`src/rtl/pkm_config.svh`:
```
`ifndef PKM_CONFIG_SVH
`define PKM_CONFIG_SVH

// ====================
// field widths
// ====================
`define PKM_MONEY_W       14
`define PKM_COUNT_W       4
`define PKM_STONE_W       2
`define PKM_ID_W          8
`define PKM_DATA_W        16
`define PKM_REC_W         64

`define PKM_COUNT_MAX     15   // item counter ceiling

// shop prices, buying
`define PKM_BUY_BERRY     16
`define PKM_BUY_MEDICINE  128
`define PKM_BUY_CANDY     300
`define PKM_BUY_BRACER    64
`define PKM_BUY_STONE     800

// shop prices, selling
`define PKM_SELL_BERRY    12
`define PKM_SELL_MEDICINE 96
`define PKM_SELL_CANDY    225
`define PKM_SELL_BRACER   48
`define PKM_SELL_STONE    600

`endif

```
`src/rtl/pkm_pkg.sv`:
```
`include "pkm_config.svh"

package pkm_pkg;

	typedef logic [`PKM_MONEY_W-1:0] money_t;
	typedef logic [`PKM_COUNT_W-1:0] count_t;
	typedef logic [`PKM_STONE_W-1:0] stone_t;  // 0 none, 1 water, 2 fire, 3 thunder
	typedef logic [`PKM_ID_W-1:0]    player_id_t;

	// berry, medicine, candy, bracer, stone, money from msb down
	typedef logic [4*`PKM_COUNT_W+`PKM_STONE_W+`PKM_MONEY_W-1:0] bag_t;
	typedef logic [`PKM_REC_W-1:0] record_t;   // monster word over bag word

	typedef enum logic [3:0] {
		ACT_NONE    = 4'd0,
		ACT_BUY     = 4'd1,
		ACT_SELL    = 4'd2,
		ACT_DEPOSIT = 4'd4,
		ACT_CHECK   = 4'd8
	} action_e;

	typedef enum logic [3:0] {
		ITEM_NONE          = 4'd0,
		ITEM_BERRY         = 4'd1,
		ITEM_MEDICINE      = 4'd2,
		ITEM_CANDY         = 4'd3,
		ITEM_BRACER        = 4'd4,
		ITEM_WATER_STONE   = 4'd5,
		ITEM_FIRE_STONE    = 4'd6,
		ITEM_THUNDER_STONE = 4'd7
	} item_e;

	typedef enum logic [3:0] {
		ERR_NONE    = 4'd0,
		ERR_MONEY   = 4'd1,   // out of money
		ERR_FULL    = 4'd2,   // bag is full
		ERR_NO_ITEM = 4'd3    // not having item
	} err_e;

	typedef enum logic [1:0] {ST_IDLE, ST_WAIT_ARG, ST_EXEC, ST_REPORT} state_e;

endpackage

```
`src/rtl/trade_price.sv`:
```
`timescale 1ns/1ps
`include "pkm_config.svh"

module trade_price (
	input  pkm_pkg::item_e  item,
	input  logic            sell,   // 1 picks the selling price
	output pkm_pkg::money_t price
);
	import pkm_pkg::*;

	money_t buy_p;
	money_t sell_p;

	// one lookup per direction, stones all cost the same
	always_comb begin
		case (item)
			ITEM_BERRY: begin
				buy_p  = money_t'(`PKM_BUY_BERRY);
				sell_p = money_t'(`PKM_SELL_BERRY);
			end
			ITEM_MEDICINE: begin
				buy_p  = money_t'(`PKM_BUY_MEDICINE);
				sell_p = money_t'(`PKM_SELL_MEDICINE);
			end
			ITEM_CANDY: begin
				buy_p  = money_t'(`PKM_BUY_CANDY);
				sell_p = money_t'(`PKM_SELL_CANDY);
			end
			ITEM_BRACER: begin
				buy_p  = money_t'(`PKM_BUY_BRACER);
				sell_p = money_t'(`PKM_SELL_BRACER);
			end
			ITEM_WATER_STONE, ITEM_FIRE_STONE, ITEM_THUNDER_STONE: begin
				buy_p  = money_t'(`PKM_BUY_STONE);
				sell_p = money_t'(`PKM_SELL_STONE);
			end
			default: begin   // no item, nothing to pay
				buy_p  = '0;
				sell_p = '0;
			end
		endcase
	end

	assign price = sell ? sell_p : buy_p;

endmodule

```
`src/rtl/bag_ledger.sv`:
```
`timescale 1ns/1ps
`include "pkm_config.svh"

module bag_ledger (
	input  logic             clk,
	input  logic             rst_n,
	input  logic             rec_load,
	input  pkm_pkg::bag_t    rec_bag,
	input  logic             exec,
	input  pkm_pkg::action_e action,
	input  pkm_pkg::item_e   item,
	input  pkm_pkg::money_t  amount,
	output pkm_pkg::bag_t    bag,
	output pkm_pkg::err_e    err,
	output logic             ok
);
	import pkm_pkg::*;

	localparam int STONE_LSB = `PKM_MONEY_W;
	localparam int CNT_BASE  = `PKM_MONEY_W + `PKM_STONE_W;  // bracer counter, others above

	money_t price;
	money_t money;
	stone_t stone;
	stone_t want_stone;
	count_t cnt;
	logic   has_cnt;
	logic   is_stone;
	logic [1:0] slot;    // 3 berry .. 0 bracer
	bag_t   bag_n;
	err_e   err_n;

	assign money = bag[`PKM_MONEY_W-1:0];
	assign stone = bag[STONE_LSB +: `PKM_STONE_W];

	trade_price price_i (
		.item  (item),
		.sell  (action == ACT_SELL),
		.price (price)
	);

	// which counter or stone the item refers to
	always_comb begin
		slot       = 2'd0;
		has_cnt    = 1'b0;
		is_stone   = 1'b0;
		want_stone = '0;
		case (item)
			ITEM_BERRY:         begin slot = 2'd3; has_cnt = 1'b1; end
			ITEM_MEDICINE:      begin slot = 2'd2; has_cnt = 1'b1; end
			ITEM_CANDY:         begin slot = 2'd1; has_cnt = 1'b1; end
			ITEM_BRACER:        begin slot = 2'd0; has_cnt = 1'b1; end
			ITEM_WATER_STONE:   begin is_stone = 1'b1; want_stone = stone_t'(1); end
			ITEM_FIRE_STONE:    begin is_stone = 1'b1; want_stone = stone_t'(2); end
			ITEM_THUNDER_STONE: begin is_stone = 1'b1; want_stone = stone_t'(3); end
			default: ;
		endcase
	end

	assign cnt = has_cnt ? bag[CNT_BASE + slot*`PKM_COUNT_W +: `PKM_COUNT_W] : '0;

	// ====================
	// judge the action
	// ====================
	always_comb begin
		err_n = ERR_NONE;
		bag_n = bag;
		case (action)
			ACT_BUY: begin
				if (money < price) begin
					err_n = ERR_MONEY;
				end else if (is_stone ? (stone != '0) :
					(has_cnt && cnt == count_t'(`PKM_COUNT_MAX))) begin
					err_n = ERR_FULL;
				end else begin
					bag_n[`PKM_MONEY_W-1:0] = money - price;
					if (is_stone)
						bag_n[STONE_LSB +: `PKM_STONE_W] = want_stone;
					else if (has_cnt)
						bag_n[CNT_BASE + slot*`PKM_COUNT_W +: `PKM_COUNT_W] = cnt + 1'b1;
				end
			end
			ACT_SELL: begin
				if (is_stone ? (stone != want_stone) : (cnt == '0)) begin
					err_n = ERR_NO_ITEM;   // also covers no item at all
				end else begin
					bag_n[`PKM_MONEY_W-1:0] = money + price;
					if (is_stone)
						bag_n[STONE_LSB +: `PKM_STONE_W] = '0;
					else
						bag_n[CNT_BASE + slot*`PKM_COUNT_W +: `PKM_COUNT_W] = cnt - 1'b1;
				end
			end
			ACT_DEPOSIT: bag_n[`PKM_MONEY_W-1:0] = money + amount;  // wraps at 2^14
			default: ;   // check leaves the bag alone
		endcase
	end

	always_ff @(posedge clk or negedge rst_n) begin
		if (!rst_n) begin
			err <= ERR_NONE;
			ok  <= 1'b0;
		end else if (exec) begin
			err <= err_n;
			ok  <= (err_n == ERR_NONE);
		end
	end

	always_ff @(posedge clk) begin
		if (rec_load)
			bag <= rec_bag;
		else if (exec && err_n == ERR_NONE)
			bag <= bag_n;
	end

endmodule

```
`src/rtl/record_link.sv`:
```
`timescale 1ns/1ps

module record_link (
	input  logic                clk,
	input  logic                rst_n,
	input  logic                id_valid,
	input  pkm_pkg::player_id_t id,
	input  pkm_pkg::bag_t       bag,
	input  logic                c_out_valid,
	input  pkm_pkg::record_t    c_data_r,
	output logic                busy,
	output logic                rec_load,
	output pkm_pkg::bag_t       rec_bag,
	output logic [31:0]         mon,
	output logic                c_in_valid,
	output pkm_pkg::player_id_t c_addr,
	output logic                c_r_wb,     // 1 read, 0 write
	output pkm_pkg::record_t    c_data_w
);
	import pkm_pkg::*;

	player_id_t cur_id;    // id of the player being loaded or held
	logic       held;
	logic       wb_pend;   // write-back in flight, read still to come

	// ====================
	// control
	// ====================
	always_ff @(posedge clk or negedge rst_n) begin
		if (!rst_n) begin
			busy       <= 1'b0;
			held       <= 1'b0;
			wb_pend    <= 1'b0;
			rec_load   <= 1'b0;
			c_in_valid <= 1'b0;
		end else begin
			c_in_valid <= 1'b0;
			rec_load   <= 1'b0;
			if (id_valid) begin
				busy       <= 1'b1;
				wb_pend    <= held;
				c_in_valid <= 1'b1;   // write-back if held, else the read
			end else if (c_out_valid && wb_pend) begin
				wb_pend    <= 1'b0;
				c_in_valid <= 1'b1;   // old record is home, now fetch the new one
			end else if (c_out_valid && busy) begin
				busy     <= 1'b0;
				held     <= 1'b1;
				rec_load <= 1'b1;
			end
		end
	end

	// ====================
	// request and record payload
	// ====================
	always_ff @(posedge clk) begin
		if (id_valid) begin
			cur_id   <= id;
			c_addr   <= held ? cur_id : id;
			c_r_wb   <= ~held;
			c_data_w <= {mon, bag};   // live bag, untouched monster word
		end else if (c_out_valid && wb_pend) begin
			c_addr <= cur_id;
			c_r_wb <= 1'b1;
		end
	end

	always_ff @(posedge clk) begin
		if (c_out_valid && busy && !wb_pend) begin
			mon     <= c_data_r[63:32];
			rec_bag <= c_data_r[31:0];
		end
	end

endmodule

```
`src/rtl/action_fsm.sv`:
```
`timescale 1ns/1ps
`include "pkm_config.svh"

module action_fsm (
	input  logic                   clk,
	input  logic                   rst_n,
	input  logic                   act_valid,
	input  logic                   item_valid,
	input  logic                   amnt_valid,
	input  logic                   busy,
	input  logic [`PKM_DATA_W-1:0] d,
	input  pkm_pkg::bag_t          bag,
	input  logic [31:0]            mon,
	input  pkm_pkg::err_e          err,
	input  logic                   ok,
	output pkm_pkg::action_e       action,
	output pkm_pkg::item_e         item,
	output pkm_pkg::money_t        amount,
	output logic                   exec,
	output logic                   out_valid,
	output logic                   complete,
	output pkm_pkg::err_e          err_msg,
	output pkm_pkg::record_t       out_info
);
	import pkm_pkg::*;

	state_e  state;
	state_e  state_n;
	action_e act_d;
	logic    arg_seen;
	logic    item_take;
	logic    amnt_take;
	logic    act_take;

	always_comb begin
		case (d[3:0])
			4'd1:    act_d = ACT_BUY;
			4'd2:    act_d = ACT_SELL;
			4'd4:    act_d = ACT_DEPOSIT;
			4'd8:    act_d = ACT_CHECK;
			default: act_d = ACT_NONE;   // unknown codes are dropped
		endcase
	end

	assign act_take  = (state == ST_IDLE) && act_valid && (act_d != ACT_NONE);
	assign item_take = (state == ST_WAIT_ARG) && item_valid &&
		(action == ACT_BUY || action == ACT_SELL);
	assign amnt_take = (state == ST_WAIT_ARG) && amnt_valid && (action == ACT_DEPOSIT);

	// ====================
	// state machine
	// ====================
	always_comb begin
		state_n = state;
		case (state)
			ST_IDLE:
				if (act_take)
					state_n = (act_d == ACT_CHECK && !busy) ? ST_EXEC : ST_WAIT_ARG;
			ST_WAIT_ARG:
				if ((arg_seen || item_take || amnt_take) && !busy)
					state_n = ST_EXEC;
			ST_EXEC:   state_n = ST_REPORT;   // exactly one cycle
			ST_REPORT: state_n = ST_IDLE;
			default:   state_n = ST_IDLE;
		endcase
	end

	always_ff @(posedge clk or negedge rst_n) begin
		if (!rst_n) begin
			state    <= ST_IDLE;
			action   <= ACT_NONE;
			arg_seen <= 1'b0;
		end else begin
			state <= state_n;
			if (act_take) begin
				action   <= act_d;
				arg_seen <= (act_d == ACT_CHECK);  // check takes no argument
			end else if (item_take || amnt_take) begin
				arg_seen <= 1'b1;
			end
		end
	end

	always_ff @(posedge clk) begin
		if (item_take)
			item <= (d[3:0] <= 4'd7) ? item_e'(d[3:0]) : ITEM_NONE;
		if (amnt_take)
			amount <= d[`PKM_MONEY_W-1:0];
	end

	// result strobe straight off the ledger registers
	assign exec      = (state == ST_EXEC);
	assign out_valid = (state == ST_REPORT);
	assign complete  = out_valid && ok;
	assign err_msg   = out_valid ? err : ERR_NONE;
	assign out_info  = complete ? {mon, bag} : '0;

endmodule

```
`src/rtl/pkm_shop.sv`:
```
`timescale 1ns/1ps
`include "pkm_config.svh"

module pkm_shop (
	input  logic                   clk,
	input  logic                   rst_n,
	input  logic                   id_valid,
	input  logic                   act_valid,
	input  logic                   item_valid,
	input  logic                   amnt_valid,
	input  logic [`PKM_DATA_W-1:0] d,
	output logic                   out_valid,
	output logic                   complete,
	output pkm_pkg::err_e          err_msg,
	output pkm_pkg::record_t       out_info,
	// dram bridge
	output logic                   c_in_valid,
	output pkm_pkg::player_id_t    c_addr,
	output logic                   c_r_wb,
	output pkm_pkg::record_t       c_data_w,
	input  logic                   c_out_valid,
	input  pkm_pkg::record_t       c_data_r
);
	import pkm_pkg::*;

	bag_t        bag;
	bag_t        rec_bag;
	logic [31:0] mon;
	logic        rec_load;
	logic        busy;
	logic        exec;
	action_e     action;
	item_e       item;
	money_t      amount;
	err_e        err;
	logic        ok;

	bag_ledger bag_ledger_i (
		.clk      (clk),
		.rst_n    (rst_n),
		.rec_load (rec_load),
		.rec_bag  (rec_bag),
		.exec     (exec),
		.action   (action),
		.item     (item),
		.amount   (amount),
		.bag      (bag),
		.err      (err),
		.ok       (ok)
	);

	record_link record_link_i (
		.clk         (clk),
		.rst_n       (rst_n),
		.id_valid    (id_valid),
		.id          (d[`PKM_ID_W-1:0]),   // id sits in the low bits of d
		.bag         (bag),
		.c_out_valid (c_out_valid),
		.c_data_r    (c_data_r),
		.busy        (busy),
		.rec_load    (rec_load),
		.rec_bag     (rec_bag),
		.mon         (mon),
		.c_in_valid  (c_in_valid),
		.c_addr      (c_addr),
		.c_r_wb      (c_r_wb),
		.c_data_w    (c_data_w)
	);

	action_fsm action_fsm_i (
		.clk        (clk),
		.rst_n      (rst_n),
		.act_valid  (act_valid),
		.item_valid (item_valid),
		.amnt_valid (amnt_valid),
		.busy       (busy),
		.d          (d),
		.bag        (bag),
		.mon        (mon),
		.err        (err),
		.ok         (ok),
		.action     (action),
		.item       (item),
		.amount     (amount),
		.exec       (exec),
		.out_valid  (out_valid),
		.complete   (complete),
		.err_msg    (err_msg),
		.out_info   (out_info)
	);

endmodule

```
`config.mk`:
```
export PLATFORM = sky130hd
export DESIGN_NAME = pkm_shop
export DESIGN_NICKNAME = d
export VERILOG_FILES = /design/src/rtl/pkm_pkg.sv /design/src/rtl/trade_price.sv /design/src/rtl/bag_ledger.sv /design/src/rtl/record_link.sv /design/src/rtl/action_fsm.sv /design/src/rtl/pkm_shop.sv
export VERILOG_INCLUDE_DIRS = /design/src /design/src/rtl
export SDC_FILE = /design/constraint.sdc
export NUM_CORES = 1
export LEC_CHECK = 0
export BUFFER_PORTS_ARGS = -buffer_cell sky130_fd_sc_hd__buf_2
export CAP_MARGIN = 20
export CORE_ASPECT_RATIO = 1.5
export CORE_MARGIN = 4
export CORE_UTILIZATION = 45
export CTS_BUF_LIST = sky130_fd_sc_hd__clkbuf_16
export CTS_CLUSTER_DIAMETER = 40
export CTS_CLUSTER_SIZE = 14
export DETAILED_ROUTE_END_ITERATION = 8
export GPL_ROUTABILITY_DRIVEN = 1
export PLACE_DENSITY = 0.71
export SLEW_MARGIN = 20
export SYNTH_ARGS = -nofsm -noshare
export SYNTH_HDL_FRONTEND = slang
export SYNTH_SLANG_ARGS = --single-unit
export TNS_END_PERCENT = 30
```
`constraint.sdc`:
```
create_clock -name clk -period 4 [get_ports clk]
set_input_delay 0.8 -clock clk [delete_from_list [all_inputs] [get_ports clk]]
set_output_delay 0.8 -clock clk [all_outputs]
set_load 0.1 [all_outputs]
```
==> results of run 1 <==
[critical path, stage by stage (launching register included)]
cell and delay [ns]:
dfrtp_1 0.42, buf_4 0.17, nor4b_2 0.36, xnor2_1 0.17
nor2_1 0.08, ha_1 0.30, or2_2 0.30, a221oi_1 0.35
o22ai_1 0.17, o2111a_1 0.30, a211oi_2 0.29, buf_4 0.18
o21ai_0 0.09, nand2_2 0.11, buf_12 0.19
[layout make-up]
class,count,share of cell area (%)
tap,315,2.98
inverter,35,0.993
clock buffer,26,4.92
antenna,2,0.0378
sequential,210,47.1
clock inverter,21,1.87
multi-input combinational,585,31.5
timing repair buffer,258,10.6
[repair_timing]
| item | 4_1_cts | 5_1_grt |
|---|---|---|
| resized for setup | 0 | 5 |
| endpoints found under the setup margin | 0 | 13 |
| buffers inserted | 0 | 0 |
| hold endpoints to repair | 0 | 0 |
[cell usage in the layout, fill, tap and decap left out, drive strengths merged, types with 13 or more instances in the layout]
cell | synthesis | routed
dfrtp | 15 | 15
edfxtp | 195 | 195
ha | 46 | 46
o21ai | 56 | 56
nand2 | 53 | 53
and3 | 69 | 69
buf | 9 | 258
xnor2 | 22 | 22
a21o | 15 | 15
clkbuf | 41 | 26
nor3 | 23 | 23
xor2 | 13 | 13
inv | 33 | 41
a21oi | 30 | 30
nor2b | 15 | 15
nand3 | 17 | 17
mux2 | 16 | 16
nor2 | 43 | 43
[flip-flops by register name, summed over array words and instances, names as in the netlist]
name                      flops
record_link_i.busy            1
record_link_i.held            1
bag_ledger_i.ok               1
record_link_i.c_r_wb          1
bag_ledger_i.err              2
record_link_i.wb_pend         1
bag_ledger_i.bag             32
record_link_i.c_in_valid      1
action_fsm_i.action           4
record_link_i.c_addr          8
action_fsm_i.state            2
record_link_i.c_data_w       64
action_fsm_i.amount          14
action_fsm_i.arg_seen         1
record_link_i.mon            32
record_link_i.rec_bag        32
action_fsm_i.item             4
record_link_i.cur_id          8
record_link_i.rec_load        1
[worst max path at each step]
stage / from / to / slack, ns / cells past startpoint
3_5_place_dp: action_fsm_i.action[0]$_DFFE_PN0P_ / bag_ledger_i.bag[31]$_DFFE_PP_ / 0.17 / 12
2_1_floorplan: action_fsm_i.action[0]$_DFFE_PN0P_ / bag_ledger_i.bag[17]$_DFFE_PP_ / 0.09 / 12
3_3_place_gp: action_fsm_i.action[0]$_DFFE_PN0P_ / bag_ledger_i.bag[29]$_DFFE_PP_ / 0.23 / 12
4_1_cts: action_fsm_i.action[0]$_DFFE_PN0P_ / bag_ledger_i.bag[29]$_DFFE_PP_ / 0.14 / 12
6_report: action_fsm_i.action[0]$_DFFE_PN0P_ / bag_ledger_i.bag[7]$_DFFE_PP_ / 0.21 / 14
5_1_grt: action_fsm_i.action[0]$_DFFE_PN0P_ / bag_ledger_i.bag[7]$_DFFE_PP_ / -0.01 / 14
[kinds of logic after synthesis]
kind of cell,synth area share (%)
xor gates and xnor gates,2.87
other,0.0351
buffers and inverters,3.18
muxes,2.37
and+or+nand+nor,14.5
DFF,58.2
adders and majority gates,5.66
AOI/OAI and AO/OA,13.1
[synth_stat cells, drive strengths merged, types with 8 or more instances]
library cell / instances / area (um2)
nand2: 53 / 199
a221oi: 9 / 96.4
nor4b: 9 / 93.8
ha: 46 / 576
xor2: 13 / 114
o21ai: 56 / 280
edfxtp: 195 / 5860
mux2: 16 / 180
and3: 69 / 432
inv: 33 / 124
nor2b: 15 / 93.8
buf: 9 / 55.1
dfrtp: 15 / 375
xnor2: 22 / 193
nor3: 23 / 131
a31oi: 9 / 56.3
a21o: 15 / 113
a21oi: 30 / 154
clkbuf: 41 / 154
nand3: 17 / 85.1
o22ai: 8 / 50.1
nand2b: 8 / 50.1
nor2: 43 / 169
[power by group]
part	internal (mW)	leakage, nW	switching (mW)
sequential	2.52	2.03	0.0420
clock	1.42	0.446	0.982
combinational	0.127	3.15	0.486
total	4.06	5.63	1.51
[per-layer routing]
layer | track usage [%] | vias up
li1 | - | 3812
met1 | 24.2 | 3905
met2 | 38.8 | 347
met3 | 4.29 | 92
met4 | 10.5 | 2
met5 | 0 | -
[metrics by stage]
step,power (mW),setup slack (ns),cell area [um2],cells,util (%)
after global placement,3.21,0.234,12300,1403,53.0
final,5.57,0.206,13200,1452,57.0
after floorplan,3.03,0.0881,10700,880,-
after CTS,5.62,0.145,13200,1450,56.9
after global routing,5.75,-0.0114,13200,1451,57.0
after detailed placement,3.22,0.167,12300,1403,53.0
==> flow_metrics.tcl, run 1 <==
set metrics [dict create \
    status "finished clean" \
    wl_met3_um 2030 \
    drc 0 \
    postSynthAreaPerCell_um2 12.2 \
    ant_nets 0 \
    ys_async_sr_fraction_pct 7.14 \
    reg2reg_depth 14 \
    p_leak_nw 5.63 \
    clk_pin_slew_ns 0.06 \
    cp_max_fo 14 \
    wl_per_cell_um 20.3 \
    r2r-end "bag_ledger_i.bag[7]$_DFFE_PP_" \
    route.vias.total 8158 \
    ys_ff_latch 210 \
    cts.path.max_buffers 3 \
    r2r_setup_slack_ns 0.21 \
    cts.hold.buffers_added 0 \
    multi_input_area_um2 4170 \
    first_global_vias 8194 \
    clk_latency_ns 0.54 \
    synthFlopType "edfxtp_1" \
    start_util_pct 46.1 \
    holdWs_ns 0.170 \
    numCtsBuffers 26 \
    grt_pass1_wl_um 44500 \
    reg2reg_from "action_fsm_i.action[0]$_DFFE_PN0P_" \
    area.sequential_um2 6230 \
    rsz0062_at_grt "yes" \
    die_width_um 134 \
    cts_tree "done" \
    arrival_ns 4.02 \
    setup_viol 0 \
    synth-edff-count 195 \
    top_layer "met5" \
    cts_sinks 210 \
    antenna_found_initial 3 \
    htree_levels 1 \
    num_rows 68 \
    io_buffers 226 \
    tightestPinTransition_ns 0.888 \
    first_iter_violations 629 \
    hold_violations 0 \
    syn_area_um2 10700 \
    fin_setup_tns_ns 0 \
    vdd_ir_drop_max_mv 0.622 \
    worst_clock_skew_ns 0.0247 \
    globalplace.congestion 0.936 \
    die_area_um2 26400 \
    grt_start_max_net_pins 67 \
    required_ns 4.23 \
    cp-end-kind "register" \
    fillCellCount 1987 \
    grt-ovfl-total 0 \
    wl_met1_um 10600 \
    wirelength_um 29500 \
    clock-root-buffer "clkbuf_16" \
    critPathKind "reg2reg" \
    slew_headroom_pct 40.8 \
    ys_warn_count 0 \
    fmax_mhz 264 \
    hold_path_class "in2async" \
    drv_cap 0 \
    viasPerCell 5.62 \
    ios 231 \
    grt_util_all_layers_pct 21.5 \
    drtPass1Iterations 6 \
    syn_inst 878 \
    layout.nets 1250 \
    dr_wl_met2_um 15400 \
    slew_viol_final 0 \
    core_area_um2 23200 \
    drive_above_1_share_pct 31.2 \
    area_delta_synth_final_pct 23.7 \
    ys_types 88 \
    start_kind "register" \
    die_h_um 197 \
    period_needed_ns 3.79 \
    timing.final.crit_share_pct 94.8 \
    hpwlAfterDp_um 21500 \
    ys_seq_area_share_pct 58.2 \
    p_per_area_nw_per_um2 421 \
]
(Power assumes the default switching activity.)
==> run 2: changes to the inputs <==
Settings changed: CAP_MARGIN 20 to 10, CORE_UTILIZATION 45 to 36, PLACE_DENSITY 0.71 to default.
==> run 2 against run 1 <==
  * Clock skew decreased by 0.00086 ns
  * Highest routed layer is now met4
  * Non-clock buffer count rose by 16
  * Critical path type unchanged
  * Die area up 24%
  * Final area grew 1.1%
  * Critical endpoint is now bag_ledger_i.bag[15]$_DFFE_PP_
  * Largest cell class unchanged
  * Worst hold slack got worse by 0.028 ns
==> flow_metrics.tcl, run 2 (synthesis results as in run 1) <==
set metrics [dict create \
    p_per_area_nw_per_um2 403 \
    p_leak_nw 5.66 \
    grt-ovfl-total 0 \
    cp-end-kind "register" \
    cp_max_fo 4 \
    wirelength_um 31700 \
    dp_cells 1499 \
    total_power_mw 5.39 \
    start_util_pct 36.4 \
    grt_start_max_net_pins 50 \
    die_area_um2 32600 \
    drc 0 \
    arrival_ns 4.08 \
    num_rows 77 \
    core_area_um2 29400 \
    p_int_mw 3.88 \
    clk_latency_ns 0.56 \
    post-cts-setup-buffers 0 \
    most-common-layout-cells "buf_2, edfxtp_1, and3_1" \
    route.vias.total 8111 \
    stdcell_count 1546 \
    combPwrFrac_pct 11.4 \
    worst_clock_skew_ns 0.0238 \
    first_global_vias 8119 \
    slew_headroom_pct 44.1 \
    pwr-share-seq_pct 47.6 \
    drv_cap 0 \
    netSwitchingFraction_pct 28.0 \
    fin_setup_tns_ns 0 \
    slew_viol_final 0 \
    cts.path.max_buffers 3 \
    fmax_mhz 260 \
    viasPerCell 5.25 \
    clock-root-buffer "clkbuf_16" \
    die_width_um 149 \
    clk_pin_slew_ns 0.06 \
    timing.final.crit_share_pct 96.1 \
    grt_pass1_wl_um 46600 \
    cts_tree "done" \
    fillCellCount 2776 \
    switching_power_mw 1.51 \
    ant_nets 0 \
    vdd_ir_drop_max_mv 0.308 \
    largest_reg_flops 64 \
    ios 231 \
    drive_above_1_share_pct 31.8 \
    numCtsBuffers 25 \
    area_delta_synth_final_pct 25.1 \
    wl_per_cell_um 20.5 \
    hpwlAfterDp_um 23700 \
    hold_violations 0 \
    final_common_cell "buf_2" \
    globalplace.congestion 0.914 \
    period_needed_ns 3.84 \
    htree_levels 1 \
    critPathKind "reg2reg" \
    grt_util_all_layers_pct 18.5 \
    status "finished clean" \
    drtPass1Iterations 5 \
    multi_input_area_um2 4190 \
    cts_sinks 210 \
    first_iter_violations 505 \
    layout.nets 1265 \
    pwr-share-clk_pct 41.0 \
    die_h_um 219 \
    setup_viol 0 \
    cts.hold.buffers_added 0 \
    area.sequential_um2 6230 \
    antenna_found_initial 0 \
    tightestPinTransition_ns 0.838 \
    top_register "record_link_i.c_data_w" \
    hold_path_class "in2async" \
    io_buffers 226 \
    required_ns 4.24 \
    start_kind "register" \
]
[run 2: cell count changes in the layout (fill, tap and decap cells not counted), sizes merged]
cell,before,now
clkinvlp,2,1
inv,41,37
buf,258,274
clkbuf,26,25
bufinv,3,1
clkinv,10,16
[run 2: final cells by class]
| type | count | share of cell area, % |
|---|---|---|
| inverters | 35 | 0.982 |
| clock buffers | 25 | 4.68 |
| multi-input cells | 585 | 31.3 |
| clock inverters | 20 | 1.29 |
| flip-flops and latches | 210 | 46.6 |
| diodes | 2 | 0.0374 |
| well taps | 395 | 3.69 |
| repair buffers | 274 | 11.4 |
[run 2: through the flow]
step / utilization, % / hold WS [ns] / cell area, um2 / setup WS, ns
floorplan: - / 0.419 / 10700 / 0.0881
global placement: 42.6 / 0.421 / 12500 / 0.0355
detailed placement: 42.6 / 0.429 / 12500 / -0.0277
CTS: 45.4 / 0.129 / 13300 / -0.000336
global route: 45.5 / 0.151 / 13400 / -0.0270
finish: 45.5 / 0.142 / 13400 / 0.157
[run 2: what timing repair did]
item,in CTS,in global routing
setup endpoints to repair,3,37
endpoints found under the hold margin,0,0
gates resized for setup,2,9
pin swaps,0,0
[run 2: metal layers]
layer | part of all wire [%] | GRT usage, %
met1 | 38 | 21.6
met5 | 0 | 0
met2 | 54 | 34.2
met4 | 3.8 | 7.82
met3 | 4.3 | 2.15
[run 2: worst max-delay path, cell delays in order, from the launching register on]
cell,delay [ns]
dfrtp_1,0.44
nor4b_4,0.36
xnor2_1,0.15
nor2_1,0.07
buf_4,0.15
ha_1,0.29
or2_2,0.32
a221oi_1,0.39
o22ai_1,0.26
o2111a_1,0.32
a211oi_2,0.23
buf_4,0.16
buf_4,0.10
nand3_1,0.08
nand2_1,0.19
[run 2: worst paths after layout]
path	start	to	slack (ns)	depth (start not counted)
worst min-delay path	rst_n	action_fsm_i.state[0]$_DFFE_PN0P_	0.14	1
max in group asynchronous	rst_n	bag_ledger_i.ok$_DFFE_PN0P_	3.58	1
min in group clk	c_data_r[48]	record_link_i.mon[16]$_DFFE_PP_	0.41	1
worst max register to register	action_fsm_i.action[0]$_DFFE_PN0P_	bag_ledger_i.bag[15]$_DFFE_PP_	0.16	14
worst min register to register	record_link_i.mon[15]$_DFFE_PP_	record_link_i.c_data_w[47]$_DFFE_PP_	0.44	0
worst max-delay path	action_fsm_i.action[0]$_DFFE_PN0P_	bag_ledger_i.bag[15]$_DFFE_PP_	0.16	14
[run 2: power groups by stage]
stage	Combinational [mW]	Clock (mW)	Sequential, mW
detailed placement	0.617	0	2.61
finish	0.617	2.21	2.57
global route	0.647	2.34	2.58
global placement	0.613	0	2.61
floorplan	0.140	0	2.89
CTS	0.620	2.26	2.57
